===== src/biquad_cfg.svh =====
// Biquad low-pass configuration
// Sample width, coefficient format, warm-up length and address width
`ifndef BIQUAD_CFG_SVH
`define BIQUAD_CFG_SVH

// Width of samples and coefficients
`define BQ_DATA_W 16

// Fraction bits of the Q-format coefficients
`define BQ_Q_BITS 14

// Results held back after reset or a coefficient change
`define BQ_WARMUP 4

// Coefficient write address width
`define BQ_ADDR_W 2

`endif

===== src/biquad_pkg.sv =====
// Biquad shared types
// Vector typedefs plus datapath command and sequencer state encodings
`include "biquad_cfg.svh"

package biquad_pkg;

  // Samples, w values and partial sums
  typedef logic signed [`BQ_DATA_W-1:0] sample_t;
  // Q-format coefficient
  typedef logic signed [`BQ_DATA_W-1:0] coef_t;
  // Full-width multiplier result
  typedef logic signed [2*`BQ_DATA_W-1:0] product_t;
  // 0 is a1, 1 is a2, 2 is k
  typedef logic [`BQ_ADDR_W-1:0] coef_addr_t;

  // Datapath commands, one per computing stage
  typedef enum logic [2:0] {
    op_none,
    op_load_x,
    op_sub_a1,
    op_sub_a2,
    op_sum,
    op_gain,
    op_out
  } bq_op_t;

  // Sequencer states
  typedef enum logic [3:0] {
    idle, load, sub_a1, sub_a2, sum, gain, out,
    hold, wait_x_low, wait_y_ack, wait_y_low
  } seq_state_t;

endpackage


===== src/biquad_ctrl_if.sv =====
// Biquad control bus
// Stage commands from the sequencer and the result back from the datapath
interface biquad_ctrl_if import biquad_pkg::*; ();

  // One-cycle command, executed by the datapath at the next edge
  bq_op_t  op;

  // Current y register of the datapath
  sample_t result;

  ////////////////////////////////////////
  // Sequencer side
  ////////////////////////////////////////

  // Issues one command per computing state
  modport seq (
    output op
  );

  ////////////////////////////////////////
  // Datapath side
  ////////////////////////////////////////

  // Follows the commands and presents y
  modport dp (
    input  op,
    output result
  );

endinterface


===== src/biquad_lpf_top.sv =====
// Biquad low-pass filter top
// Four-phase sample input and output, coefficient write port
module biquad_lpf_top import biquad_pkg::*; (
  input  logic       clk,
  input  logic       rst_n,
  input  logic       x_req,
  input  sample_t    x,
  output logic       x_ack,
  output logic       y_req,
  output sample_t    y,
  input  logic       y_ack,
  input  logic       cfg_we,
  input  coef_addr_t cfg_addr,
  input  coef_t      cfg_data
);

  // Active coefficients
  coef_t a1;
  coef_t a2;
  coef_t k;
  // Apply and warm-up control
  logic  pending;
  logic  apply;
  logic  suppress;
  logic  sample_done;

  biquad_ctrl_if ctrl_bus ();

  coef_regs coef_regs_inst (
    .clk      (clk),
    .rst_n    (rst_n),
    .cfg_we   (cfg_we),
    .cfg_addr (cfg_addr),
    .cfg_data (cfg_data),
    .apply    (apply),
    .pending  (pending),
    .a1       (a1),
    .a2       (a2),
    .k        (k)
  );

  // Restarted by every apply
  warmup_timer warmup_timer_inst (
    .clk         (clk),
    .rst_n       (rst_n),
    .restart     (apply),
    .sample_done (sample_done),
    .suppress    (suppress)
  );

  biquad_sequencer biquad_sequencer_inst (
    .clk         (clk),
    .rst_n       (rst_n),
    .x_req       (x_req),
    .x_ack       (x_ack),
    .y_req       (y_req),
    .y_ack       (y_ack),
    .pending     (pending),
    .apply       (apply),
    .suppress    (suppress),
    .sample_done (sample_done),
    .ctrl        (ctrl_bus.seq)
  );

  biquad_datapath biquad_datapath_inst (
    .clk   (clk),
    .rst_n (rst_n),
    .x     (x),
    .a1    (a1),
    .a2    (a2),
    .k     (k),
    .ctrl  (ctrl_bus.dp)
  );

  // Valid while y_req is high
  assign y = ctrl_bus.result;

endmodule


===== src/biquad_datapath.sv =====
// Biquad datapath
// Delay line, shared multiplier, Q slicing and accumulator for w(n) and y(n)
`include "biquad_cfg.svh"

module biquad_datapath import biquad_pkg::*; (
  input  logic    clk,
  input  logic    rst_n,
  input  sample_t x,
  input  coef_t   a1,
  input  coef_t   a2,
  input  coef_t   k,
  biquad_ctrl_if.dp ctrl
);

  // Delay line w(n-1), w(n-2)
  sample_t  w1;
  sample_t  w2;
  // Working registers
  sample_t  x_r;
  sample_t  w;
  sample_t  psum;
  sample_t  y_r;
  product_t prod;

  coef_t    mul_a;
  sample_t  mul_b;
  product_t mul_p;
  sample_t  prod_slice;

  ////////////////////////////////////////
  // Shared multiplier
  ////////////////////////////////////////

  // Operand select per stage
  always_comb begin
    case (ctrl.op)
      op_load_x: begin
        mul_a = a1;
        mul_b = w1;
      end
      op_sub_a1: begin
        mul_a = a2;
        mul_b = w2;
      end
      op_gain: begin
        mul_a = k;
        mul_b = psum;
      end
      default: begin
        mul_a = '0;
        mul_b = '0;
      end
    endcase
  end

  assign mul_p = mul_a * mul_b;

  // Drop fraction bits, then keep the sample width
  assign prod_slice = sample_t'(prod >>> `BQ_Q_BITS);

  ////////////////////////////////////////
  // Accumulator and output
  ////////////////////////////////////////

  always_ff @(posedge clk) begin
    case (ctrl.op)
      op_load_x: begin
        x_r  <= x;
        prod <= mul_p;
      end
      op_sub_a1: begin
        w    <= x_r - prod_slice;
        prod <= mul_p;
      end
      op_sub_a2: w <= w - prod_slice;
      // Fixed numerator 1, 2, 1
      op_sum:  psum <= w + sample_t'(w1 <<< 1) + w2;
      op_gain: prod <= mul_p;
      // y only moves here so it holds through the output handshake
      op_out:  y_r <= prod_slice;
      default: ;
    endcase
  end

  // Delay line shifts with the output stage
  always_ff @(posedge clk or negedge rst_n) begin
    if (!rst_n) begin
      w1 <= '0;
      w2 <= '0;
    end else if (ctrl.op == op_out) begin
      w2 <= w1;
      w1 <= w;
    end
  end

  assign ctrl.result = y_r;

endmodule


===== src/biquad_sequencer.sv =====
// Biquad sequencer
// Runs both four-phase handshakes, the apply point and the stage commands
module biquad_sequencer import biquad_pkg::*; (
  input  logic clk,
  input  logic rst_n,
  input  logic x_req,
  output logic x_ack,
  output logic y_req,
  input  logic y_ack,
  input  logic pending,
  output logic apply,
  input  logic suppress,
  output logic sample_done,
  biquad_ctrl_if.seq ctrl
);

  seq_state_t state;
  // Result of the current sample is dropped
  logic drop_y;

  ////////////////////////////////////////
  // Command decode
  ////////////////////////////////////////

  // One op per computing state, acted on at the edge that leaves it
  always_comb begin
    case (state)
      load:    ctrl.op = op_load_x;
      sub_a1:  ctrl.op = op_sub_a1;
      sub_a2:  ctrl.op = op_sub_a2;
      sum:     ctrl.op = op_sum;
      gain:    ctrl.op = op_gain;
      out:     ctrl.op = op_out;
      default: ctrl.op = op_none;
    endcase
  end

  // Coefficient transfer only between samples
  // Idle with a pending set costs one cycle
  assign apply = (state == idle) && pending;

  ////////////////////////////////////////
  // State machine and handshakes
  ////////////////////////////////////////

  always_ff @(posedge clk or negedge rst_n) begin
    if (!rst_n) begin
      state       <= idle;
      x_ack       <= 1'b0;
      y_req       <= 1'b0;
      sample_done <= 1'b0;
      drop_y      <= 1'b0;
    end else begin
      sample_done <= 1'b0;
      case (state)
        idle: begin
          // Pending coefficients win over a new sample
          if (!pending && x_req) begin
            state <= load;
          end
        end
        load:   state <= sub_a1;
        sub_a1: state <= sub_a2;
        sub_a2: state <= sum;
        sum:    state <= gain;
        gain:   state <= out;
        out: begin
          // Decide release now, x is long captured
          drop_y <= suppress;
          x_ack  <= 1'b1;
          state  <= hold;
        end
        hold: state <= wait_x_low;
        wait_x_low: begin
          // Close the input handshake
          if (!x_req) begin
            x_ack       <= 1'b0;
            sample_done <= 1'b1;
            if (drop_y) begin
              state <= idle;
            end else begin
              y_req <= 1'b1;
              state <= wait_y_ack;
            end
          end
        end
        wait_y_ack: begin
          if (y_ack) begin
            y_req <= 1'b0;
            state <= wait_y_low;
          end
        end
        wait_y_low: begin
          // Next x_req is only seen after the sink lets go
          if (!y_ack) begin
            state <= idle;
          end
        end
        default: state <= idle;
      endcase
    end
  end

endmodule


===== src/warmup_timer.sv =====
// Warm-up timer
// Flags results as settling transient after reset or a coefficient change
`include "biquad_cfg.svh"

module warmup_timer (
  input  logic clk,
  input  logic rst_n,
  input  logic restart,
  input  logic sample_done,
  output logic suppress
);

  // Remaining results to hold back
  logic [`BQ_WARMUP-1:0] cnt;

  always_ff @(posedge clk or negedge rst_n) begin
    if (!rst_n) begin
      cnt <= `BQ_WARMUP;
    end else if (restart) begin
      // New coefficients restart the transient
      cnt <= `BQ_WARMUP;
    end else if (sample_done && (cnt != '0)) begin
      cnt <= cnt - 1'b1;
    end
  end

  // Nonzero count means the coming result is not released
  assign suppress = (cnt != '0);

endmodule


===== src/coef_regs.sv =====
// Coefficient register bank
// Shadow set written by the host, copied to the active set between samples
`include "biquad_cfg.svh"

module coef_regs import biquad_pkg::*; (
  input  logic       clk,
  input  logic       rst_n,
  input  logic       cfg_we,
  input  coef_addr_t cfg_addr,
  input  coef_t      cfg_data,
  input  logic       apply,
  output logic       pending,
  output coef_t      a1,
  output coef_t      a2,
  output coef_t      k
);

  // Default low-pass set in Q format
  // a1 = -0.5, a2 = 0.25, k = 0.25
  localparam coef_t A1_INIT = coef_t'(-(1 << (`BQ_Q_BITS - 1)));
  localparam coef_t A2_INIT = coef_t'(1 << (`BQ_Q_BITS - 2));
  localparam coef_t K_INIT  = coef_t'(1 << (`BQ_Q_BITS - 2));

  coef_t sh_a1;
  coef_t sh_a2;
  coef_t sh_k;
  logic  wr_hit;

  // Address 3 decodes to nothing
  assign wr_hit = cfg_we && (cfg_addr != coef_addr_t'(3));

  always_ff @(posedge clk or negedge rst_n) begin
    if (!rst_n) begin
      sh_a1   <= A1_INIT;
      sh_a2   <= A2_INIT;
      sh_k    <= K_INIT;
      a1      <= A1_INIT;
      a2      <= A2_INIT;
      k       <= K_INIT;
      pending <= 1'b0;
    end else begin
      // Host writes go to the shadow copy only
      if (cfg_we) begin
        case (cfg_addr)
          coef_addr_t'(0): sh_a1 <= cfg_data;
          coef_addr_t'(1): sh_a2 <= cfg_data;
          coef_addr_t'(2): sh_k  <= cfg_data;
          default: ;
        endcase
      end
      // Transfer at the sequencer's apply point
      if (apply) begin
        a1 <= sh_a1;
        a2 <= sh_a2;
        k  <= sh_k;
      end
      // A write racing the apply stays pending for the next one
      if (wr_hit) begin
        pending <= 1'b1;
      end else if (apply) begin
        pending <= 1'b0;
      end
    end
  end

endmodule


===== config.mk =====
export PLATFORM = sky130hd
export DESIGN_NAME = biquad_lpf_top
export DESIGN_NICKNAME = d
export VERILOG_FILES = /design/src/biquad_pkg.sv /design/src/biquad_ctrl_if.sv /design/src/biquad_lpf_top.sv /design/src/biquad_datapath.sv /design/src/biquad_sequencer.sv /design/src/warmup_timer.sv /design/src/coef_regs.sv
export VERILOG_INCLUDE_DIRS = /design/src /design/src/src
export SDC_FILE = /design/constraint.sdc
export NUM_CORES = 1
export LEC_CHECK = 0
export ABC_CLOCK_PERIOD_IN_PS = 9800
export BUFFER_PORTS_ARGS = -buffer_cell sky130_fd_sc_hd__buf_2
export CAP_MARGIN = 0
export CORE_UTILIZATION = 50
export DETAILED_ROUTE_END_ITERATION = 12
export GPL_TIMING_DRIVEN = 1
export PLACE_DENSITY = 0.77
export SETUP_SLACK_MARGIN = 0.1
export SLEW_MARGIN = 20
export SYNTH_ARGS = -nofsm -noshare
export SYNTH_HDL_FRONTEND = slang
export SYNTH_SLANG_ARGS = --single-unit
export TNS_END_PERCENT = 20

===== constraint.sdc =====
create_clock -name clk -period 9.8 [get_ports clk]
set_input_delay 2.94 -clock clk [delete_from_list [all_inputs] [get_ports clk]]
set_output_delay 2.94 -clock clk [all_outputs]
set_load 0.02 [all_outputs]

==> impl_metrics.ini, run 1 <==
[route]
wirelength_mm = 45.01
top_layer_used = met4
dr_wl_met2_mm = 21.15
drcViolationCount = 0
wl_met1_mm = 18.92
wl_met3_mm = 3.297
drt_iter0_markers = 1088
wl_per_cell_um = 18.62
drt_pass1_iterations = 6
vias = 13195
viasPerCell = 5.459
final_antenna_net_count = 0

[clock_tree]
cts-root-buf = clkbuf_16
cts-buffers-inserted = 25
hold_buffers = 0
cts_tree = done
cts.sinks = 221
cts_buffer_depth = 3
cts_max_level = 1
clkLatencyLatePin_ns = 0.55
path_clk_slew_ns = 0.06
cts_setup_buffers = 0
ctsResizeCount = 0

[yosys]
syn_inst = 1847
synthesis.nets = 2256
synth_edf_count = 80
ys_seq_area_share_pct = 31.26
syn_area_um2 = 19020
async_flop_share_pct = 63.80
yosys_warnings = 0
avgSynthCellArea_um2 = 10.30
ys.flop_type = dfrtp_1
ys_ff_latch = 221
synth_cell_types = 52

[sta]
post-route-period-util_pct = 87.88
slew_headroom_pct = 22.56
setup_tns_ns = 0
fin_crit_ns = 8.613
fin_skew_ns = 0.02936
hold_viol_final = 0
clock.fmax_ghz = 0.1161
fin_ws_ns = 1.187
finalMaxSlewViolations = 0
tightest_slew_ns = 1.162
setup_violations = 0
holdWs_ns = 0.4525
rsz0062_at_grt = no

[setup_path]
cp_top_family = compound AO/OA/AOI/OAI gates
crit_required_ns = 10.04
cpPeakStageDelay_ns = 0.93
critical_path_buf_inv_count = 5
critPathKind = reg2reg
critPathCaptureType = flip-flop
critPathMaxFanout = 17
cp.arrival_ns = 8.85
startpoint_type = flip-flop
crit_path_top_delay_cell = a21oi_1

[die]
die_h_um = 197.0
ios = 57
die_area_um2 = 38810
num_rows = 71
core_area_um2 = 37580
start_util_pct = 50.60
die_x_um = 197.0

[final_layout]
nFillCells = 3175
final_layout_size_suffix_gt1_share_pct = 12.80
final_util_pct = 55.09
antennaDiodeCount = 0
final_nets = 2299
area_growth_pct = 8.870

[placement]
place_congestion = 0.9375
pre_cts_slack_ns = 1.395
portBuffers = 56
hpwl_mm = 35.45

[power]
p_leak_uw = 0.009937
power_density_nw_per_um2 = 207.6
power_uw = 4297
ir_drop_mv = 0.2186

[outcome]
status = finished, final reports clean

[global_routing]
grt_max_degree = 74
overflow = 0
antenna_found_initial = 0
grt_pass1_wl_mm = 74.00
grt_pass1_vias = 13852
grt_util_all_layers_pct = 24.53

[run]
maxCapViolCount = 0

[worst_hold_path]
hp-class = reg2reg
==> stage by stage <==
stage	cell area, um^2	std cells
2_1_floorplan	19020	1847
3_3_place_gp	19910	2374
3_5_place_dp	19910	2374
4_1_cts	20700	2417
5_1_grt	20700	2417
6_report	20700	2417
==> sequential cells by signal, indices dropped and copies added (netlist names), 4 cells and up <==
name / flops
biquad_datapath_inst.ctrl.result: 16
biquad_datapath_inst.prod: 16
biquad_datapath_inst.psum: 16
biquad_datapath_inst.w: 16
biquad_datapath_inst.w1: 16
biquad_datapath_inst.w2: 16
biquad_datapath_inst.x_r: 16
biquad_sequencer_inst.state: 4
coef_regs_inst.a1: 16
coef_regs_inst.a2: 16
coef_regs_inst.k: 16
coef_regs_inst.sh_a1: 16
coef_regs_inst.sh_a2: 16
coef_regs_inst.sh_k: 16
warmup_timer_inst.cnt: 4
==> final timing paths <==
path	depth (start not counted)	slack, ns	to	start
max in group asynchronous	2	6.01	biquad_datapath_inst.w1[3]	rst_n
max reg2reg	26	1.19	biquad_datapath_inst.prod[29]	biquad_sequencer_inst.state[1]
max	26	1.19	biquad_datapath_inst.prod[29]	biquad_sequencer_inst.state[1]
min in group asynchronous	1	2.37	coef_regs_inst.sh_a1[5]	rst_n
min	2	0.45	coef_regs_inst.a2[12]	coef_regs_inst.sh_a2[12]
min reg2reg	2	0.45	coef_regs_inst.a2[12]	coef_regs_inst.sh_a2[12]
==> cell families after synthesis <==
| kind of cell | after synthesis | synth area share, % |
|---|---|---|
| AO/OA/AOI/OAI | 147 | 5.257 |
| XOR/XNOR | 55 | 2.533 |
| adder cells (fa/ha/maj) | 370 | 34.73 |
| buffers and inverters | 374 | 7.455 |
| flip-flops | 221 | 31.26 |
| multiplexers | 99 | 5.830 |
| AND/OR/NAND/NOR | 581 | 12.94 |
==> routing by layer <==
metal | up-vias | track usage [%]
met2 | 556 | 40.02
met4 | 0 | 7.666
met1 | 6638 | 33.91
met5 | - | 0
li1 | 5903 | -
met3 | 98 | 3.722
==> cells in the mapped netlist (19+ instances only) <==
cell	n	area [um^2]
xnor2_1	41	359.1
mux2_2	94	1059
ha_1	107	1339
and2_1	22	137.6
o21ai_0	26	130.1
dfrtp_1	130	3253
clkbuf_1	52	195.2
a21oi_1	33	165.2
fa_1	263	5265
nand2b_1	21	131.4
a22oi_1	19	142.6
inv_1	311	1167
nor2_1	198	743.2
edfxtp_1	80	2402
nand2_1	265	994.7
==> worst register-to-register path, stage by stage, from the launching register on <==
cell      delay (ns)
dfrtp_1         0.60
nand2b_1        0.38
nor2_4          0.19
buf_4           0.25
a21oi_1         0.93
nor2_1          0.15
fa_1            0.57
inv_1           0.05
fa_1            0.54
inv_1           0.05
ha_1            0.21
fa_1            0.43
ha_1            0.28
inv_1           0.04
fa_1            0.47
inv_1           0.05
ha_1            0.28
nand2_1         0.07
nor2_1          0.11
o221ai_1        0.12
nor4_1          0.63
o211ai_1        0.16
a31oi_1         0.62
a211oi_1        0.33
o21ai_0         0.47
a2111o_1        0.22
o211ai_1        0.10
==> cells in the final DEF, fill, tap and decap left out, types with 22 or more instances in the layout <==
cell       count
inv_1        311
nand2_1      265
fa_1         263
nor2_1       193
dfrtp_1      130
ha_1         107
mux2_2        94
edfxtp_1      80
buf_2         55
xnor2_1       41
a21oi_1       33
o21ai_0       26
clkbuf_16     25
buf_4         23
and2_1        22
==> power breakdown <==
| part | total (uW) | internal, uW | switching (uW) |
|---|---|---|---|
| sequential | 1580 | 1340 | 246 |
| combinational | 1800 | 679 | 1130 |
| clock | 910 | 537 | 373 |
| total | 4300 | 2550 | 1750 |
==> cell type report <==
| class | instances | area [um^2] | share of cell area, % |
|---|---|---|---|
| timing repair buffer | 79 | 459.2 | 2.218 |
| inverter | 311 | 1167 | 5.639 |
| multi-input combinational | 1252 | 11700 | 56.50 |
| sequential | 221 | 5944 | 28.71 |
| clock inverter | 5 | 71.32 | 0.3445 |
| tap | 511 | 639.4 | 3.088 |
| clock buffer | 38 | 724.4 | 3.499 |
Note: power is estimated with default switching activity, not from simulation.
==> run 2, diff against run 1 <==
- SYNTH_HIERARCHICAL: default -> 1
==> impl_metrics.ini, run 2 <==
[placement]
portBuffers = 56
place_congestion = 0.9459
hpwl_mm = 34.85

[yosys]
async_flop_share_pct = 63.80
synth.area.top_cells = fa_1 27%, dfrtp_1 17%, edfxtp_1 12%, ha_1 6.9%, mux2_2 6.6%
yosys_warnings = 6
synth_cell_types = 85
syn_inst = 1848
synth_edf_count = 80
ys.flop_type = dfrtp_1
yosysTopAreaCellShare_pct = 27.16
ys_seq_area_share_pct = 30.66
synthesis.nets = 2257
yosysTopAreaCell = fa_1
avgSynthCellArea_um2 = 10.49
ys_ff_latch = 221
post-synth-top-count-cell = inv_1
syn_area_um2 = 19390
netlist_top_cells_count = 333 x inv_1, 263 x fa_1, 213 x nand2_1

[final_layout]
area_growth_pct = 8.603
final_common_cell = inv_1
mostFrequentLayoutCells = 333 x inv_1, 263 x fa_1, 213 x nand2_1
final_nets = 2308
antennaDiodeCount = 0
final_layout_size_suffix_gt1_share_pct = 14.71
nFillCells = 3146

[outcome]
status = finished, final reports clean

[setup_path]
startpoint_type = flip-flop
critPathMaxFanout = 15
critPathKind = reg2reg
timing.rr.start = biquad_sequencer_inst/state[0]
crit_required_ns = 10.08
critPathCaptureType = flip-flop
cp.arrival_ns = 8.90
cp-startpoint = biquad_sequencer_inst/state[0]

[clock_tree]
cts_tree = done
clkLatencyLatePin_ns = 0.53
cts-buffers-inserted = 24
cts_buffer_depth = 3
cts_max_level = 1
path_clk_slew_ns = 0.06
hold_buffers = 0
ctsResizeCount = 0
cts.sinks = 221
cts_setup_buffers = 0
cts-root-buf = clkbuf_16

[sta]
holdWs_ns = 0.4693
fin_crit_ns = 8.618
fin_skew_ns = 0.02991
finalMaxSlewViolations = 0
setup_violations = 0
clock.fmax_ghz = 0.1160
tightest_slew_ns = 1.043
post-route-period-util_pct = 87.94
setup_tns_ns = 0
hold_viol_final = 0
slew_headroom_pct = 30.48
rsz0062_at_grt = no

[die]
ios = 57
core_area_um2 = 37930
die_x_um = 198.9
die_h_um = 198.9
die_area_um2 = 39560
num_rows = 71
start_util_pct = 51.11

[global_routing]
overflow = 0
antenna_found_initial = 0
use_met3_pct = 3.510
grt_max_degree = 91
grt_util_all_layers_pct = 24.46
grt_pass1_wl_mm = 75.41
grt_pass1_vias = 14327
busiest_layer = met2
met2_usage_pct = 41.09
met1_usage_pct = 32.65

[route]
vias = 13133
drt_pass1_iterations = 7
wl_per_cell_um = 18.60
final_antenna_net_count = 0
viasPerCell = 5.409
drcViolationCount = 0
wirelength_mm = 45.15
drt_iter0_markers = 937

[run]
maxCapViolCount = 0

[worst_hold_path]
hp-class = reg2reg
hold_start = biquad_datapath_inst/prod[27]
## run 2: logic make-up after synthesis
family                   Yosys count  share of synthesized area [%]
AND/OR/NAND/NOR                  502                          11.26
buffers and inverters            396                          8.055
adder cells (fa/ha/maj)          370                          34.06
flip-flops                       221                          30.66
AO/OA/AOI/OAI                    185                          6.622
multiplexers                     115                          6.667
XOR/XNOR                          59                          2.666
## run 2: area by class of cell
class                      instances  area [um^2]  share of cell area [%]
clock buffer                      32        660.6                   3.138
clock inverter                    12        127.6                  0.6062
inverter                         334         1254                   5.955
multi-input combinational       1231        11910                   56.56
sequential                       221         5944                   28.23
tap                              511        639.4                   3.037
timing repair buffer              87        519.2                   2.466
## run 2: metrics by stage
| stage | instances | utilization [%] | setup slack [ns] | instance area [um^2] |
|---|---|---|---|---|
| floorplan | 1848 | - | 2.293 | 19390 |
| global placement | 2384 | 53.41 | 1.267 | 20260 |
| CTS | 2428 | 55.48 | 1.086 | 21050 |
| finish | 2428 | 55.50 | 1.182 | 21050 |
| detailed placement | 2384 | 53.41 | 1.113 | 20260 |
| global route | 2428 | 55.50 | 0.6973 | 21050 |
## run 2: worst max-delay path, stage by stage, from the launching register on
cell,delay [ns]
dfrtp_1,0.70
inv_1,0.18
a211oi_1,0.24
buf_4,0.22
nor2b_2,0.65
buf_4,0.36
a22oi_1,0.09
nor2_1,0.16
a21o_1,0.37
nand2_1,0.21
fa_1,0.71
inv_1,0.15
fa_1,0.66
inv_1,0.19
fa_1,0.52
fa_1,0.58
fa_1,0.43
fa_1,0.50
inv_1,0.05
ha_1,0.31
and3_1,0.23
a41oi_1,0.28
o211a_1,0.21
o31a_1,0.19
o21bai_2,0.07
xnor2_1,0.12
## run 2: metal layers
layer  up-vias  wire, um  share of wire, %
li1       5934         -                 -
met1      6626     19030                42
met2       457     21730                48
met3       116      2676               5.9
met4         0      1715               3.8
met5         -         0                 0
## run 2: path summary, 6_finish.rpt
path                                                        end  slack, ns  cells after the start
min in group asynchronous          biquad_sequencer_inst/drop_y       2.48                      1
max in group asynchronous               coef_regs_inst/sh_a2[8]       6.15                      2
hold reg to reg            biquad_datapath_inst/ctrl.result[13]       0.47                      0
hold / removal             biquad_datapath_inst/ctrl.result[13]       0.47                      0
setup reg to reg                  biquad_datapath_inst/prod[29]       1.18                     25
setup / recovery                  biquad_datapath_inst/prod[29]       1.18                     25
Power of run 2 is not shown: default switching activity piles up to over one toggle a cycle in this logic, so the estimate is an artifact.
